<file path="config.mk">
export PLATFORM = sky130hd
export DESIGN_NAME = ccu_top
export DESIGN_NICKNAME = d
export VERILOG_FILES = /design/src/hw/ccu_pkg.sv /design/src/hw/ccu_addr_min.sv /design/src/hw/ccu_cfg_slot.sv /design/src/hw/ccu_fetch_ctrl.sv /design/src/hw/ccu_top.sv
export VERILOG_INCLUDE_DIRS = /design/src /design/src/hw
export SDC_FILE = /design/constraint.sdc
export NUM_CORES = 1
export LEC_CHECK = 0
export BUFFER_PORTS_ARGS = -buffer_cell sky130_fd_sc_hd__buf_2
export CAP_MARGIN = 15
export CORE_ASPECT_RATIO = 2
export CORE_MARGIN = 5
export CORE_UTILIZATION = 35
export DETAILED_ROUTE_END_ITERATION = 10
export GPL_TIMING_DRIVEN = 1
export PLACE_DENSITY = 0.62
export SYNTH_ARGS = -nofsm -noshare
export SYNTH_HDL_FRONTEND = slang
export SYNTH_SLANG_ARGS = --single-unit
export TNS_END_PERCENT = 50
</file>
<file path="constraint.sdc">
create_clock -name clk -period 5.1 [get_ports clk]
set_clock_uncertainty 0.15 [all_clocks]
set_input_delay 0.51 -clock clk [delete_from_list [all_inputs] [get_ports clk]]
set_output_delay 0.51 -clock clk [all_outputs]
set_load 0.01 [all_outputs]
</file>
<file path="src/hw/ccu_defines.svh">
// Widths and counts shared by the configuration control unit
// The opcode sits in the lowest bits of every instruction word
// The header count lives in the payload bits just above the opcode

`ifndef CCU_DEFINES_SVH
`define CCU_DEFINES_SVH

// ============================================================
// Instruction RAM
// ============================================================
`define CCU_ISA_ADDR_W 10
`define CCU_ISA_WORD_W 64

// ============================================================
// Instruction word fields
// ============================================================
`define CCU_OPCODE_W   8
`define CCU_PAYLOAD_W  (`CCU_ISA_WORD_W - `CCU_OPCODE_W)   // 56 bits above the opcode

// ============================================================
// Engines and configurations
// ============================================================
`define CCU_NUM_ENG    4    // Slot e accepts opcode e+1
`define CCU_CFG_WORDS  2    // Payload words per configuration
`define CCU_CNT_W      8    // Configuration count in the header

`endif

</file>
<file path="src/hw/ccu_pkg.sv">
// Types shared by the configuration control unit
// Widths come from the defines header

`include "ccu_defines.svh"

package ccu_pkg;

    // Vectors with a meaning of their own
    typedef logic [`CCU_ISA_ADDR_W-1:0]      isa_addr_t;
    typedef logic [`CCU_ISA_WORD_W-1:0]      isa_word_t;
    typedef logic [`CCU_OPCODE_W-1:0]        opcode_t;
    typedef logic [`CCU_PAYLOAD_W-1:0]       payload_t;
    typedef logic [$clog2(`CCU_NUM_ENG)-1:0] eng_idx_t;
    typedef logic [`CCU_CNT_W-1:0]           cfg_cnt_t;

    // Controller FSM
    typedef enum logic [2:0] {
        IDLE,        // Engines held in reset
        HDR_ADDR,    // Header address on the RAM port
        HDR_DAT,     // Waiting for the header word
        ARB,         // Pick the next engine
        RD_ADDR,     // Granted slot pointer on the RAM port
        RD_DAT,      // Waiting for the instruction word
        WAIT_FILL,   // Slot decides if its configuration is complete
        NET_DONE     // One cycle of completion
    } ctrl_state_e;

endpackage

</file>
<file path="src/hw/ccu_addr_min.sv">
// Smallest read pointer over all slots
// Purely combinational, unused leaves of the tree are padded with all ones

`timescale 1ns/1ps
`include "ccu_defines.svh"

module ccu_addr_min (
    input  ccu_pkg::isa_addr_t [`CCU_NUM_ENG-1:0] ptr_i,
    output ccu_pkg::isa_addr_t                    min_o
);

    localparam int LEVELS = $clog2(`CCU_NUM_ENG);
    localparam int LEAVES = 1 << LEVELS;

    // Heap layout, node 0 is the root and leaves start at LEAVES-1
    ccu_pkg::isa_addr_t node [2*LEAVES-1];

    // ============================================================
    // Leaves
    // ============================================================
    for (genvar l = 0; l < LEAVES; l++) begin : g_leaf
        if (l < `CCU_NUM_ENG) begin : g_used
            assign node[LEAVES-1+l] = ptr_i[l];
        end else begin : g_pad
            assign node[LEAVES-1+l] = '1;
        end
    end

    // ============================================================
    // Comparison tree
    // ============================================================
    for (genvar n = 0; n < LEAVES - 1; n++) begin : g_node
        assign node[n] = (node[2*n+1] <= node[2*n+2]) ? node[2*n+1] : node[2*n+2];
    end

    assign min_o = node[0];

endmodule

</file>
<file path="src/hw/ccu_cfg_slot.sv">
// One engine slot of the configuration control unit
// Keeps only words whose opcode equals ENG_CODE and collects NUM_WORDS of them
// The read pointer survives handoffs and restarts at 1 only when the unit is idle
// Strobes must not arrive while a configuration waits for its engine

`timescale 1ns/1ps
`include "ccu_defines.svh"

module ccu_cfg_slot #(
    parameter ccu_pkg::opcode_t ENG_CODE  = 8'd1,
    parameter int               NUM_WORDS = `CCU_CFG_WORDS
) (
    input  logic                                clk,
    input  logic                                rst_n,
    input  logic                                unit_idle_i,
    input  logic                                sel_i,
    input  logic                                addr_take_i,
    input  logic                                word_strobe_i,
    input  ccu_pkg::isa_word_t                  word_i,
    input  logic                                cfg_rdy_i,
    output ccu_pkg::isa_addr_t                  ptr_o,
    output logic                                filled_o,
    output logic                                cfg_vld_o,
    output ccu_pkg::payload_t [NUM_WORDS-1:0]   cfg_data_o
);

    // ============================================================
    // Local constants
    // ============================================================
    localparam int                  WCNT_W    = (NUM_WORDS > 1) ? $clog2(NUM_WORDS) : 1;
    localparam logic [WCNT_W-1:0]   LAST_WORD = WCNT_W'(NUM_WORDS - 1);
    localparam ccu_pkg::isa_addr_t  PTR_START = ccu_pkg::isa_addr_t'(1);  // Word 0 is the header

    ccu_pkg::isa_addr_t                ptr_q;
    logic [WCNT_W-1:0]                 wcnt_q;
    logic                              vld_q;
    ccu_pkg::payload_t [NUM_WORDS-1:0] data_q;
    ccu_pkg::opcode_t                  opcode;
    ccu_pkg::payload_t                 payload;
    logic                              hit;
    logic                              last;

    assign opcode  = word_i[`CCU_OPCODE_W-1:0];
    assign payload = word_i[`CCU_ISA_WORD_W-1:`CCU_OPCODE_W];
    assign hit     = sel_i & word_strobe_i & (opcode == ENG_CODE);
    assign last    = (wcnt_q == LAST_WORD);

    // ============================================================
    // Read pointer
    // ============================================================
    always_ff @(posedge clk or negedge rst_n) begin
        if (!rst_n) begin
            ptr_q <= PTR_START;
        end else if (unit_idle_i) begin
            ptr_q <= PTR_START;
        end else if (sel_i && addr_take_i) begin
            ptr_q <= ptr_q + 1'b1;     // Advances on every address, match or not
        end
    end

    // ============================================================
    // Word collection
    // ============================================================
    always_ff @(posedge clk or negedge rst_n) begin
        if (!rst_n) begin
            wcnt_q <= '0;
        end else if (unit_idle_i) begin
            wcnt_q <= '0;              // Drop a partial configuration
        end else if (hit) begin
            wcnt_q <= last ? '0 : wcnt_q + 1'b1;
        end
    end

    // Payload storage, word 0 lowest
    always_ff @(posedge clk) begin
        if (hit) begin
            data_q[wcnt_q] <= payload;
        end
    end

    // ============================================================
    // Handoff to the engine
    // ============================================================
    always_ff @(posedge clk or negedge rst_n) begin
        if (!rst_n) begin
            vld_q <= 1'b0;
        end else if (unit_idle_i) begin
            vld_q <= 1'b0;
        end else if (vld_q && cfg_rdy_i) begin
            vld_q <= 1'b0;
        end else if (hit && last) begin
            vld_q <= 1'b1;
        end
    end

    assign ptr_o      = ptr_q;
    assign filled_o   = vld_q;         // Complete and not yet accepted
    assign cfg_vld_o  = vld_q;
    assign cfg_data_o = data_q;

endmodule

</file>
<file path="src/hw/ccu_fetch_ctrl.sv">
// Controller of the configuration control unit
// Only one instruction read is in flight at any time
// The header opcode is not checked and its count sits above the opcode
// A header count of zero finishes without touching any slot

`timescale 1ns/1ps
`include "ccu_defines.svh"

module ccu_fetch_ctrl (
    input  logic                                  clk,
    input  logic                                  rst_n,
    input  logic                                  start_i,
    // Instruction RAM address channel
    output ccu_pkg::isa_addr_t                    isa_rd_addr_o,
    output logic                                  isa_rd_addr_vld_o,
    input  logic                                  isa_rd_addr_rdy_i,
    // Instruction RAM data channel
    input  ccu_pkg::isa_word_t                    isa_rd_dat_i,
    input  logic                                  isa_rd_dat_vld_i,
    output logic                                  isa_rd_dat_rdy_o,
    // Slots and engines
    input  ccu_pkg::isa_addr_t [`CCU_NUM_ENG-1:0] slot_ptr_i,
    input  logic [`CCU_NUM_ENG-1:0]               slot_filled_i,
    input  logic [`CCU_NUM_ENG-1:0]               cfg_rdy_i,
    output logic [`CCU_NUM_ENG-1:0]               slot_sel_o,
    output logic                                  addr_take_o,
    output logic                                  word_strobe_o,
    output ccu_pkg::isa_word_t                    word_o,
    output logic                                  unit_idle_o,
    output logic                                  eng_rst_o,
    output logic                                  net_done_o
);

    ccu_pkg::ctrl_state_e state_q;
    ccu_pkg::ctrl_state_e state_d;
    ccu_pkg::eng_idx_t    grant_q;
    ccu_pkg::eng_idx_t    arb_idx;
    logic                 arb_hit;
    ccu_pkg::cfg_cnt_t    hdr_cnt_q;
    ccu_pkg::cfg_cnt_t    hdr_cnt_w;
    ccu_pkg::cfg_cnt_t    issued_q;
    logic                 all_issued;
    logic                 addr_hs;
    logic                 dat_hs;
    logic                 grant_filled;

    assign addr_hs      = isa_rd_addr_vld_o & isa_rd_addr_rdy_i;
    assign dat_hs       = isa_rd_dat_vld_i & isa_rd_dat_rdy_o;
    assign hdr_cnt_w    = isa_rd_dat_i[`CCU_OPCODE_W +: `CCU_CNT_W];
    assign all_issued   = (issued_q == hdr_cnt_q);
    assign grant_filled = slot_filled_i[grant_q];

    // ============================================================
    // Fixed priority arbiter, lowest index wins
    // ============================================================
    always_comb begin
        arb_hit = 1'b0;
        arb_idx = '0;
        for (int i = `CCU_NUM_ENG - 1; i >= 0; i--) begin
            if (cfg_rdy_i[i] && !slot_filled_i[i]) begin
                arb_hit = 1'b1;
                arb_idx = ccu_pkg::eng_idx_t'(i);
            end
        end
    end

    // ============================================================
    // FSM
    // ============================================================
    always_comb begin
        state_d = state_q;
        case (state_q)
            ccu_pkg::IDLE: begin
                if (start_i) begin
                    state_d = ccu_pkg::HDR_ADDR;
                end
            end
            ccu_pkg::HDR_ADDR: begin
                if (addr_hs) begin
                    state_d = ccu_pkg::HDR_DAT;
                end
            end
            ccu_pkg::HDR_DAT: begin
                if (dat_hs) begin
                    state_d = (hdr_cnt_w == '0) ? ccu_pkg::NET_DONE : ccu_pkg::ARB;
                end
            end
            ccu_pkg::ARB: begin
                if (all_issued) begin
                    if (!(|slot_filled_i)) begin   // Last handoffs drained
                        state_d = ccu_pkg::NET_DONE;
                    end
                end else if (arb_hit) begin
                    state_d = ccu_pkg::RD_ADDR;
                end
            end
            ccu_pkg::RD_ADDR: begin
                if (addr_hs) begin
                    state_d = ccu_pkg::RD_DAT;
                end
            end
            ccu_pkg::RD_DAT: begin
                if (dat_hs) begin
                    state_d = ccu_pkg::WAIT_FILL;
                end
            end
            ccu_pkg::WAIT_FILL: begin
                state_d = grant_filled ? ccu_pkg::ARB : ccu_pkg::RD_ADDR;
            end
            ccu_pkg::NET_DONE: begin
                state_d = ccu_pkg::IDLE;
            end
            default: begin
                state_d = ccu_pkg::IDLE;
            end
        endcase
    end

    always_ff @(posedge clk or negedge rst_n) begin
        if (!rst_n) begin
            state_q <= ccu_pkg::IDLE;
        end else begin
            state_q <= state_d;
        end
    end

    // Grant is registered so the address stays put while valid is high
    always_ff @(posedge clk or negedge rst_n) begin
        if (!rst_n) begin
            grant_q <= '0;
        end else if (state_q == ccu_pkg::ARB && !all_issued && arb_hit) begin
            grant_q <= arb_idx;
        end
    end

    // ============================================================
    // Header count and issued configurations
    // ============================================================
    always_ff @(posedge clk or negedge rst_n) begin
        if (!rst_n) begin
            hdr_cnt_q <= '0;
        end else if (state_q == ccu_pkg::HDR_DAT && dat_hs) begin
            hdr_cnt_q <= hdr_cnt_w;
        end
    end

    always_ff @(posedge clk or negedge rst_n) begin
        if (!rst_n) begin
            issued_q <= '0;
        end else if (state_q == ccu_pkg::IDLE) begin
            issued_q <= '0;
        end else if (state_q == ccu_pkg::WAIT_FILL && grant_filled) begin
            issued_q <= issued_q + 1'b1;
        end
    end

    // ============================================================
    // RAM ports and slot strobes
    // ============================================================
    assign isa_rd_addr_vld_o = (state_q == ccu_pkg::HDR_ADDR) || (state_q == ccu_pkg::RD_ADDR);
    assign isa_rd_addr_o     = (state_q == ccu_pkg::RD_ADDR) ? slot_ptr_i[grant_q] : '0;  // Header at 0
    assign isa_rd_dat_rdy_o  = (state_q == ccu_pkg::HDR_DAT) || (state_q == ccu_pkg::RD_DAT);

    assign addr_take_o   = (state_q == ccu_pkg::RD_ADDR) && addr_hs;
    assign word_strobe_o = (state_q == ccu_pkg::RD_DAT) && dat_hs;
    assign word_o        = isa_rd_dat_i;   // Broadcast, only the selected slot looks

    always_comb begin
        slot_sel_o          = '0;
        slot_sel_o[grant_q] = 1'b1;
    end

    assign unit_idle_o = (state_q == ccu_pkg::IDLE);
    assign eng_rst_o   = (state_q == ccu_pkg::IDLE);
    assign net_done_o  = (state_q == ccu_pkg::NET_DONE);

endmodule

</file>
<file path="src/hw/ccu_top.sv">
// Configuration control unit for a multi-engine accelerator
// Engine e receives configurations built from words with opcode e+1
// isa_rd_addr_min_o marks the lowest word that is still needed

`timescale 1ns/1ps
`include "ccu_defines.svh"

module ccu_top (
    input  logic                                       clk,
    input  logic                                       rst_n,
    input  logic                                       start_i,
    output logic                                       net_done_o,
    // Instruction RAM
    output logic [`CCU_ISA_ADDR_W-1:0]                 isa_rd_addr_o,
    output logic                                       isa_rd_addr_vld_o,
    input  logic                                       isa_rd_addr_rdy_i,
    input  logic [`CCU_ISA_WORD_W-1:0]                 isa_rd_dat_i,
    input  logic                                       isa_rd_dat_vld_i,
    output logic                                       isa_rd_dat_rdy_o,
    output logic [`CCU_ISA_ADDR_W-1:0]                 isa_rd_addr_min_o,
    // Engines
    output logic                                       eng_rst_o,
    output logic [`CCU_NUM_ENG-1:0]                    cfg_vld_o,
    input  logic [`CCU_NUM_ENG-1:0]                    cfg_rdy_i,
    output logic [`CCU_NUM_ENG-1:0][`CCU_CFG_WORDS*`CCU_PAYLOAD_W-1:0] cfg_data_o
);

    // ============================================================
    // Controller to slot wiring
    // ============================================================
    logic [`CCU_NUM_ENG-1:0][`CCU_ISA_ADDR_W-1:0] slot_ptr;
    logic [`CCU_NUM_ENG-1:0]                      slot_filled;
    logic [`CCU_NUM_ENG-1:0]                      slot_sel;
    logic                                         addr_take;
    logic                                         word_strobe;
    logic [`CCU_ISA_WORD_W-1:0]                   word;
    logic                                         unit_idle;

    ccu_fetch_ctrl u_fetch_ctrl (
        .clk               (clk),
        .rst_n             (rst_n),
        .start_i           (start_i),
        .isa_rd_addr_o     (isa_rd_addr_o),
        .isa_rd_addr_vld_o (isa_rd_addr_vld_o),
        .isa_rd_addr_rdy_i (isa_rd_addr_rdy_i),
        .isa_rd_dat_i      (isa_rd_dat_i),
        .isa_rd_dat_vld_i  (isa_rd_dat_vld_i),
        .isa_rd_dat_rdy_o  (isa_rd_dat_rdy_o),
        .slot_ptr_i        (slot_ptr),
        .slot_filled_i     (slot_filled),
        .cfg_rdy_i         (cfg_rdy_i),
        .slot_sel_o        (slot_sel),
        .addr_take_o       (addr_take),
        .word_strobe_o     (word_strobe),
        .word_o            (word),
        .unit_idle_o       (unit_idle),
        .eng_rst_o         (eng_rst_o),
        .net_done_o        (net_done_o)
    );

    // ============================================================
    // Engine slots
    // ============================================================
    for (genvar g = 0; g < `CCU_NUM_ENG; g++) begin : g_slot
        ccu_cfg_slot #(
            .ENG_CODE  (`CCU_OPCODE_W'(g + 1)),   // Opcode 0 is the header
            .NUM_WORDS (`CCU_CFG_WORDS)
        ) u_slot (
            .clk           (clk),
            .rst_n         (rst_n),
            .unit_idle_i   (unit_idle),
            .sel_i         (slot_sel[g]),
            .addr_take_i   (addr_take),
            .word_strobe_i (word_strobe),
            .word_i        (word),
            .cfg_rdy_i     (cfg_rdy_i[g]),
            .ptr_o         (slot_ptr[g]),
            .filled_o      (slot_filled[g]),
            .cfg_vld_o     (cfg_vld_o[g]),
            .cfg_data_o    (cfg_data_o[g])
        );
    end

    // Overwrite guard for the loader
    ccu_addr_min u_addr_min (
        .ptr_i (slot_ptr),
        .min_o (isa_rd_addr_min_o)
    );

endmodule

</file>
==> metrics.md, run 1 <==
| Metric | Value |
|---|---|
| Synthesized Nets | `1180` |
| Via count | `12292` |
| Placed wire-length estimate | `43900 um` |
| Worst reg-to-reg path cell count | `5` |
| Switching Share | `0.286` |
| Final setup fails | `0` |
| Worst min path class | `in2reg` |
| Worst slack at placement | `369 ps` |
| Die Area | `59300 sq um` |
| VDD IR max | `894 uV` |
| Synth Cell Area | `19000 sq um` |
| Register area share after synthesis | `0.799` |
| Io pins | `549` |
| Final Power | `11200 uW` |
| Die Wd | `175 um` |
| 1st-iter DRT viols | `884` |
| Max clock buf depth | `3` |
| Period utilisation layout | `0.970` |
| Clk slew on worst S/H paths | `60 ps` |
| I/O Buffers | `548` |
| Clock buffer count from CTS | `46` |
| Avg WL per Cell | `24.8 um` |
| Clk sinks | `517` |
| Synth cell types | `61` |
| WHS Path Cells | `3` |
| Xor-xnor portion of the synthesized cell area | `0.0221` |
| Clock network latency to the later pin of the worst-skew pair | `570 ps` |
| Async SR Flop Fraction | `0.133` |
| DRC | `0` |
| Status | `complete, no violations` |
| Setup WS post-layout | `152 ps` |
| Sequential power share | `0.434` |
| Combinational group share of total power | `0.244` |
| Die Span Y | `339 um` |
| Vias in the first global route | `12528` |
| Endpoint class of the critical path | `output pin` |
| GR Util All Layers | `0.195` |
| Power Density | `442 nW/um^2` |
| Max H-tree Level | `2` |
| Slew HR | `0.200` |
| Final Max Slew Viols | `0` |
| Final hold vios | `0` |
| Commonest non-fill, non-tap cell in the layout | `buf_2` |
| WP data required | `4440 ps` |
| Predominant post-synthesis flop cell | `edfxtp_1` |
| Commonest non-fill, non-tap cells in the layout | `548 x buf_2, 448 x edfxtp_1, 92 x buf_4` |
| Post-synthesis mux area share | `0.0258` |
| Post-Syn Instances | `1072` |
| Avg Inst Size Synth | `17.7 sq um` |
| Psw | `3200 uW` |
| Flops & latches, synth | `517` |
| First-pass iteration count of the detailed router | `5` |
| GPL Wtd Cong | `0.957` |
| CP arrival | `4290 ps` |
| Largest net degree at the start of global routing | `53` |
| Antenna Nets Post-Route | `0` |
| Placement Rows | `120` |
| Routed WL | `60500 um` |
| Clock power frac | `0.322` |
| Core area | `53800 sq um` |
| Static leakage | `0.00998 uW` |
| Clock Tree Root | `clkbuf_16` |
| Startpoint types | `flop` |
| Adder-cell share of the synthesized area | `0.0231` |
| Post-Synth Simple-Gate Area | `0.0706` |
| Critical path class | `reg2out` |
| TritonCTS clock tree | `done` |
| Initial antenna violation count | `7` |
| Starting Density | `0.353` |
| Ratio of cells with drive above 1 in the final layout | `0.469` |
| Synth Area in Compound Gates | `0.0421` |
| Slew @ Worst Pin | `1190 ps` |
| Layout area overhead | `33.2%` |
| Number of vias per cell | `5.03` |
| Largest family of logic cells by synthesized area | `simple AND/OR/NAND/NOR gates` |
| CP Max Fanout | `6` |
| Yosys warnings | `0` |
| Post-synth EDFFs | `448` |
| F_max | `0.202 GHz` |
| Nets | `1840` |
| Post-layout min period | `4950 ps` |
| Max-cap violations | `0` |
| Total grt overflow | `0` |
| First-pass GRT wire length | `86400 um` |
| Cell internal pwr | `7990 uW` |
## layer usage
metal | global-route usage | vias up | share of wire
met5 | 0 | - | 0.00063
met1 | 0.203 | 6154 | 0.34
met4 | 0.0798 | 6 | 0.041
met2 | 0.368 | 594 | 0.54
met3 | 0.0488 | 108 | 0.077
li1 | - | 5430 | -
## Yosys cell counts (7+ instances only)
| library cell | n | share of area |
|---|---|---|
| nand2_1 | 28 | 0.0055 |
| nand2b_1 | 16 | 0.0053 |
| and3_1 | 20 | 0.0066 |
| clkbuf_1 | 24 | 0.0047 |
| nor4_1 | 8 | 0.0026 |
| a21oi_1 | 25 | 0.0066 |
| and2_1 | 14 | 0.0046 |
| nor4b_1 | 9 | 0.0041 |
| inv_1 | 41 | 0.0081 |
| xor2_1 | 26 | 0.012 |
| a311oi_1 | 10 | 0.0046 |
| a21boi_0 | 9 | 0.0036 |
| ha_1 | 35 | 0.023 |
| o21ai_0 | 14 | 0.0037 |
| dfrtp_1 | 65 | 0.086 |
| a211oi_1 | 19 | 0.0075 |
| edfxtp_1 | 448 | 0.71 |
| xnor2_1 | 22 | 0.010 |
| a2111oi_0 | 10 | 0.0046 |
| nand3_1 | 27 | 0.0071 |
| mux4_2 | 11 | 0.013 |
| nor2b_1 | 17 | 0.0056 |
| buf_1 | 7 | 0.0014 |
| mux2i_1 | 13 | 0.0068 |
| nand4_1 | 16 | 0.0053 |
| mux2_2 | 10 | 0.0059 |
| nor2_1 | 61 | 0.012 |
## final timing paths
check                      slack [ps]                       from                               to
max                               150  g_slot[0].u_slot.ptr_o[0]             isa_rd_addr_min_o[5]
min                                50               cfg_rdy_i[0]       g_slot[0].u_slot.cfg_vld_o
max reg2reg                      1720    u_fetch_ctrl.state_q[1]  g_slot[3].u_slot.cfg_data_o[20]
min reg2reg                       390  u_fetch_ctrl.hdr_cnt_q[6]        u_fetch_ctrl.hdr_cnt_q[6]
max in group asynchronous        3370                      rst_n        g_slot[0].u_slot.ptr_o[9]
min in group asynchronous         280                      rst_n          u_fetch_ctrl.grant_q[1]
## sequential cells by signal, summed over array words and instances, names as in the netlist
name                      count
g_slot.u_slot.cfg_data_o    448
g_slot.u_slot.ptr_o          40
u_fetch_ctrl.hdr_cnt_q        8
u_fetch_ctrl.issued_q         8
g_slot.u_slot.cfg_vld_o       4
g_slot.u_slot.last            4
u_fetch_ctrl.state_q          3
u_fetch_ctrl.grant_q          2
## per-stage QoR
step	cell area, sq um	hold slack (ps)	util	TNS (ps)	instances
final	25300	53.4	0.471	0	2443
after global routing	25300	32.5	0.471	-230	2441
after CTS	24900	12.7	0.463	0	2421
after detailed placement	23000	344	0.428	0	2309
after global placement	23000	348	0.428	0	2309
after floorplan	19000	64.4	-	0	1072
## worst max-delay path: stages, from the launching register on
cell and delay (ps):
dfstp_2 580, inv_1 70, ha_1 280, nand2_2 100, or3_4 450, and3_4 200, a211oi_2 210, inv_1 110
ha_4 250, a21o_1 170, a21o_1 170, a221o_1 330, o21ai_1 120, buf_4 170, clkbuf_16 150, mux2i_1 190
buf_2 150
## power groups by stage
stage | clock network (uW) | registers, uW | logic [uW]
after floorplan | 0 | 4880 | 1410
after global placement | 0 | 4940 | 2240
after detailed placement | 0 | 4950 | 2270
after CTS | 3700 | 4860 | 2410
after global routing | 3890 | 4870 | 2940
final | 3600 | 4860 | 2730
## timing repair
item / CTS / global route
hold buffers: 1 / 0
pin swaps: 8 / 18
cloned: 2 / 1
endpoints found under the hold margin: 19 / 0
gates resized for setup: 31 / 45
endpoints found under the setup margin: 10 / 10
buffers inserted: 23 / 19
## cell families after synthesis
| logic type | Yosys count |
|---|---|
| flip-flops | 517 |
| multiplexers | 34 |
| XOR/XNOR | 48 |
| adder cells (fa/ha/maj) | 35 |
| AND/OR/NAND/NOR | 244 |
| AO/OA/AOI/OAI | 113 |
| buffers and inverters | 81 |
## cell type report
class | count | area (sq um)
Inverter | 42 | 158
Multi-Input combinational cell | 475 | 3920
Clock inverter | 33 | 394
Tap cell | 671 | 840
Fill cell | 4673 | 28500
Clock buffer | 53 | 1180
Antenna cell | 2 | 5.00
Sequential cell | 517 | 15200
Timing Repair Buffer | 650 | 3610
Note: power is estimated with default switching activity, not from simulation.
==> inputs of run 2 (changes only) <==
- CORE_AREA: default -> 5 5 213 215
- CORE_ASPECT_RATIO: 2 -> default
- CORE_MARGIN: 5 -> default
- CORE_UTILIZATION: 35 -> default
- DIE_AREA: default -> 0 0 218 220
- PLACE_DENSITY: 0.62 -> 0.75
- SYNTH_HIERARCHICAL: default -> 1
==> metrics.md, run 2 <==
| Metric | Value |
|---|---|
| Status | `finished with violations` |
| Failing checks | `negative hold slack` |
| Adder-cell share of the synthesized area | `0.0222` |
| Flops & latches, synth | `517` |
| Yosys warnings | `6` |
| Commonest non-fill, non-tap cell in the layout | `buf_2` |
| Total grt overflow | `0` |
| Synth Area in Compound Gates | `0.0552` |
| Synth Cell Area | `19800 sq um` |
| Number of flip-flops in the largest register | `448` |
| Largest stage delay on the critical path | `510 ps` |
| Placed wire-length estimate | `42800 um` |
| Slew HR | `0.334` |
| Power Density | `489 nW/um^2` |
| Final hold vios | `8` |
| Dominant cell type by area after synthesis | `edfxtp_1` |
| Die Span Y | `220 um` |
| Routed WL | `60600 um` |
| Clock Tree Root | `clkbuf_16` |
| Crit-path leading delay family | `compound AO/OA/AOI/OAI gates` |
| Number of fill cells | `3353` |
| Xor-xnor portion of the synthesized cell area | `0.0102` |
| Storage cell area | `15200 sq um` |
| Die Wd | `218 um` |
| Slew @ Worst Pin | `998 ps` |
| Max H-tree Level | `2` |
| Avg WL per Cell | `25.4 um` |
| Routed met3 length | `5030 um` |
| DRC | `0` |
| Synthesized Nets | `1258` |
| Async SR Flop Fraction | `0.133` |
| WL met2 | `31400 um` |
| Clk slew on worst S/H paths | `60 ps` |
| Non-Filler Instances | `2384` |
| Yosys top cell area share | `0.681` |
| Endpoint class of the critical path | `output pin` |
| Antenna Nets Post-Route | `0` |
| Area after DPL | `23100 sq um` |
| 1st-iter DRT viols | `1455` |
| Number of vias per cell | `5.36` |
| Nets | `1856` |
| GR Util All Layers | `0.236` |
| Placement Rows | `77` |
| Vias in the first global route | `12081` |
| Static leakage | `0.00983 uW` |
| Dpl cells | `2249` |
| Clock buffer count from CTS | `51` |
| Final setup fails | `0` |
| Predominant post-synthesis flop cell | `edfxtp_1` |
| Internal reg-to-reg setup slack | `1490 ps` |
| Post-synthesis mux area share | `0.0288` |
| Max-cap violations | `0` |
| CTS Hold Bufs | `0` |
| CP Max Fanout | `6` |
| Register area share after synthesis | `0.769` |
| Starting Density | `0.454` |
| First-pass iteration count of the detailed router | `5` |
| Most frequent cells after synthesis | `448 x edfxtp_1, 70 x buf_4, 65 x dfrtp_1` |
| First-pass GRT wire length | `82800 um` |
| Largest net degree at the start of global routing | `70` |
| Multi-input gate area | `4010 sq um` |
| Synth top area cells | `edfxtp_1 68%, dfrtp_1 8.2%, buf_4 2.7%` |
| Cell mode on critical path | `buf_4` |
| Io pins | `549` |
| Final Max Slew Viols | `0` |
| Setup TNS Final | `0 ps` |
| Core area | `43500 sq um` |
| Via count | `12783` |
| VDD IR max | `1620 uV` |
| Die Area | `48000 sq um` |
| Critical path class | `reg2out` |
| F_max | `0.197 GHz` |
| Max clock buf depth | `3` |
| I/O Buffers | `548` |
| Largest family of logic cells by synthesized area | `simple AND/OR/NAND/NOR gates` |
| Max Used Layer | `met5` |
| Period utilisation layout | `0.994` |
| CP arrival | `4410 ps` |
| Buf/Inv on CP | `6` |
| WL met1 | `22400 um` |
| Post-Synth Simple-Gate Area | `0.0708` |
| Worst min path class | `in2async` |
| Ratio of cells with drive above 1 in the final layout | `0.466` |
| Commonest non-fill, non-tap cells in the layout | `548 x buf_2, 448 x edfxtp_1, 91 x buf_4` |
| Initial antenna violation count | `9` |
| Clk sinks | `517` |
| Slowest CP cell | `a2111oi_4` |
| Synth cell types | `68` |
| Startpoint types | `flop` |
| Layout area overhead | `27.6%` |
| WP data required | `4440 ps` |
| Hold Worst Slack | `-31.1 ps` |
| Most frequent cell after synthesis | `edfxtp_1` |
| Crit-path cells | `ha_1, nand4_1, buf_4, a211oi_4, buf_6, buf_4, nor4b_1, a211oi_2, inv_1, ha_1, a21oi_2, o21ai_2, a2111oi_4, buf_4, nor3_1, a221oi_2, buf_2` |
| TritonCTS clock tree | `done` |
| Post-Syn Instances | `1150` |
| Post-synth EDFFs | `448` |
| Finished Cell Area | `25200 sq um` |
| GPL Wtd Cong | `0.928` |
| Clock network latency to the later pin of the worst-skew pair | `570 ps` |
| Avg Inst Size Synth | `17.2 sq um` |
| Post-layout min period | `5070 ps` |
run 2: metrics by stage:
| stage | utilization | total power [uW] | setup slack (ps) | hold WS [ps] |
|---|---|---|---|---|
| after floorplan | - | 7400 | 360 | 64.4 |
| after global placement | 0.530 | 8260 | 236 | 362 |
| after detailed placement | 0.530 | 8320 | 172 | 367 |
| after CTS | 0.570 | 12200 | 1.15 | 23.8 |
| after global routing | 0.579 | 12800 | -88.9 | 34.0 |
| final | 0.579 | 12300 | 29.0 | -31.1 |
run 2: timing repair:
item | CTS | global route
endpoints found under the hold margin | 0 | 0
buffers inserted | 5 | 27
setup endpoints to repair | 10 | 10
pin swaps | 7 | 21
cloned | 5 | 1
resized for setup | 22 | 38
run 2: cell type report:
type | count | share of cell area
Antenna cell | 3 | 0.000298
Clock buffer | 61 | 0.0521
Tap cell | 592 | 0.0294
Sequential cell | 517 | 0.603
Clock inverter | 33 | 0.0112
Timing Repair Buffer | 643 | 0.138
Inverter | 50 | 0.00744
Multi-Input combinational cell | 485 | 0.159
run 2: cells by family (layout without fill, tap and decap cells):
kind of cell | Yosys count | in the layout
flip-flops | 517 | 517
AND/OR/NAND/NOR | 243 | 246
buffers and inverters | 151 | 787
AO/OA/AOI/OAI | 143 | 143
multiplexers | 38 | 38
adder cells (fa/ha/maj) | 35 | 35
XOR/XNOR | 23 | 23
other | 0 | 3
run 2: layer usage:
metal	GRT usage	vias to the layer above
li1	-	5568
met1	0.300	6411
met2	0.410	698
met3	0.0511	98
met4	0.0705	8
met5	0	-
run 2: worst reg2reg max path, stage by stage (launching register included):
cell	delay [ps]
dfrtp_1	700
nor2b_1	270
and3_1	290
nand4b_1	140
or4_4	560
nor2_4	640
buf_4	490
run 2: path summary, 6_finish.rpt:
kind                                                start                               to  depth (start not counted)
worst max register to register    u_fetch_ctrl/state_q[2]  g_slot[0].u_slot/cfg_data_o[44]                          6
worst min register to register  u_fetch_ctrl/hdr_cnt_q[0]        u_fetch_ctrl/hdr_cnt_q[0]                          1
min in group clk                             cfg_rdy_i[2]       g_slot[2].u_slot/cfg_vld_o                          4
max in group asynchronous                           rst_n        g_slot[0].u_slot/ptr_o[9]                          2
worst min-delay path                                rst_n        g_slot[2].u_slot/ptr_o[9]                          2
worst max-delay path            g_slot[0].u_slot/ptr_o[2]             isa_rd_addr_min_o[7]                         17
run 2: where the power goes:
part	switching [uW]	internal, uW
logic	2180	1760
clock network	1560	2010
registers	143	4680
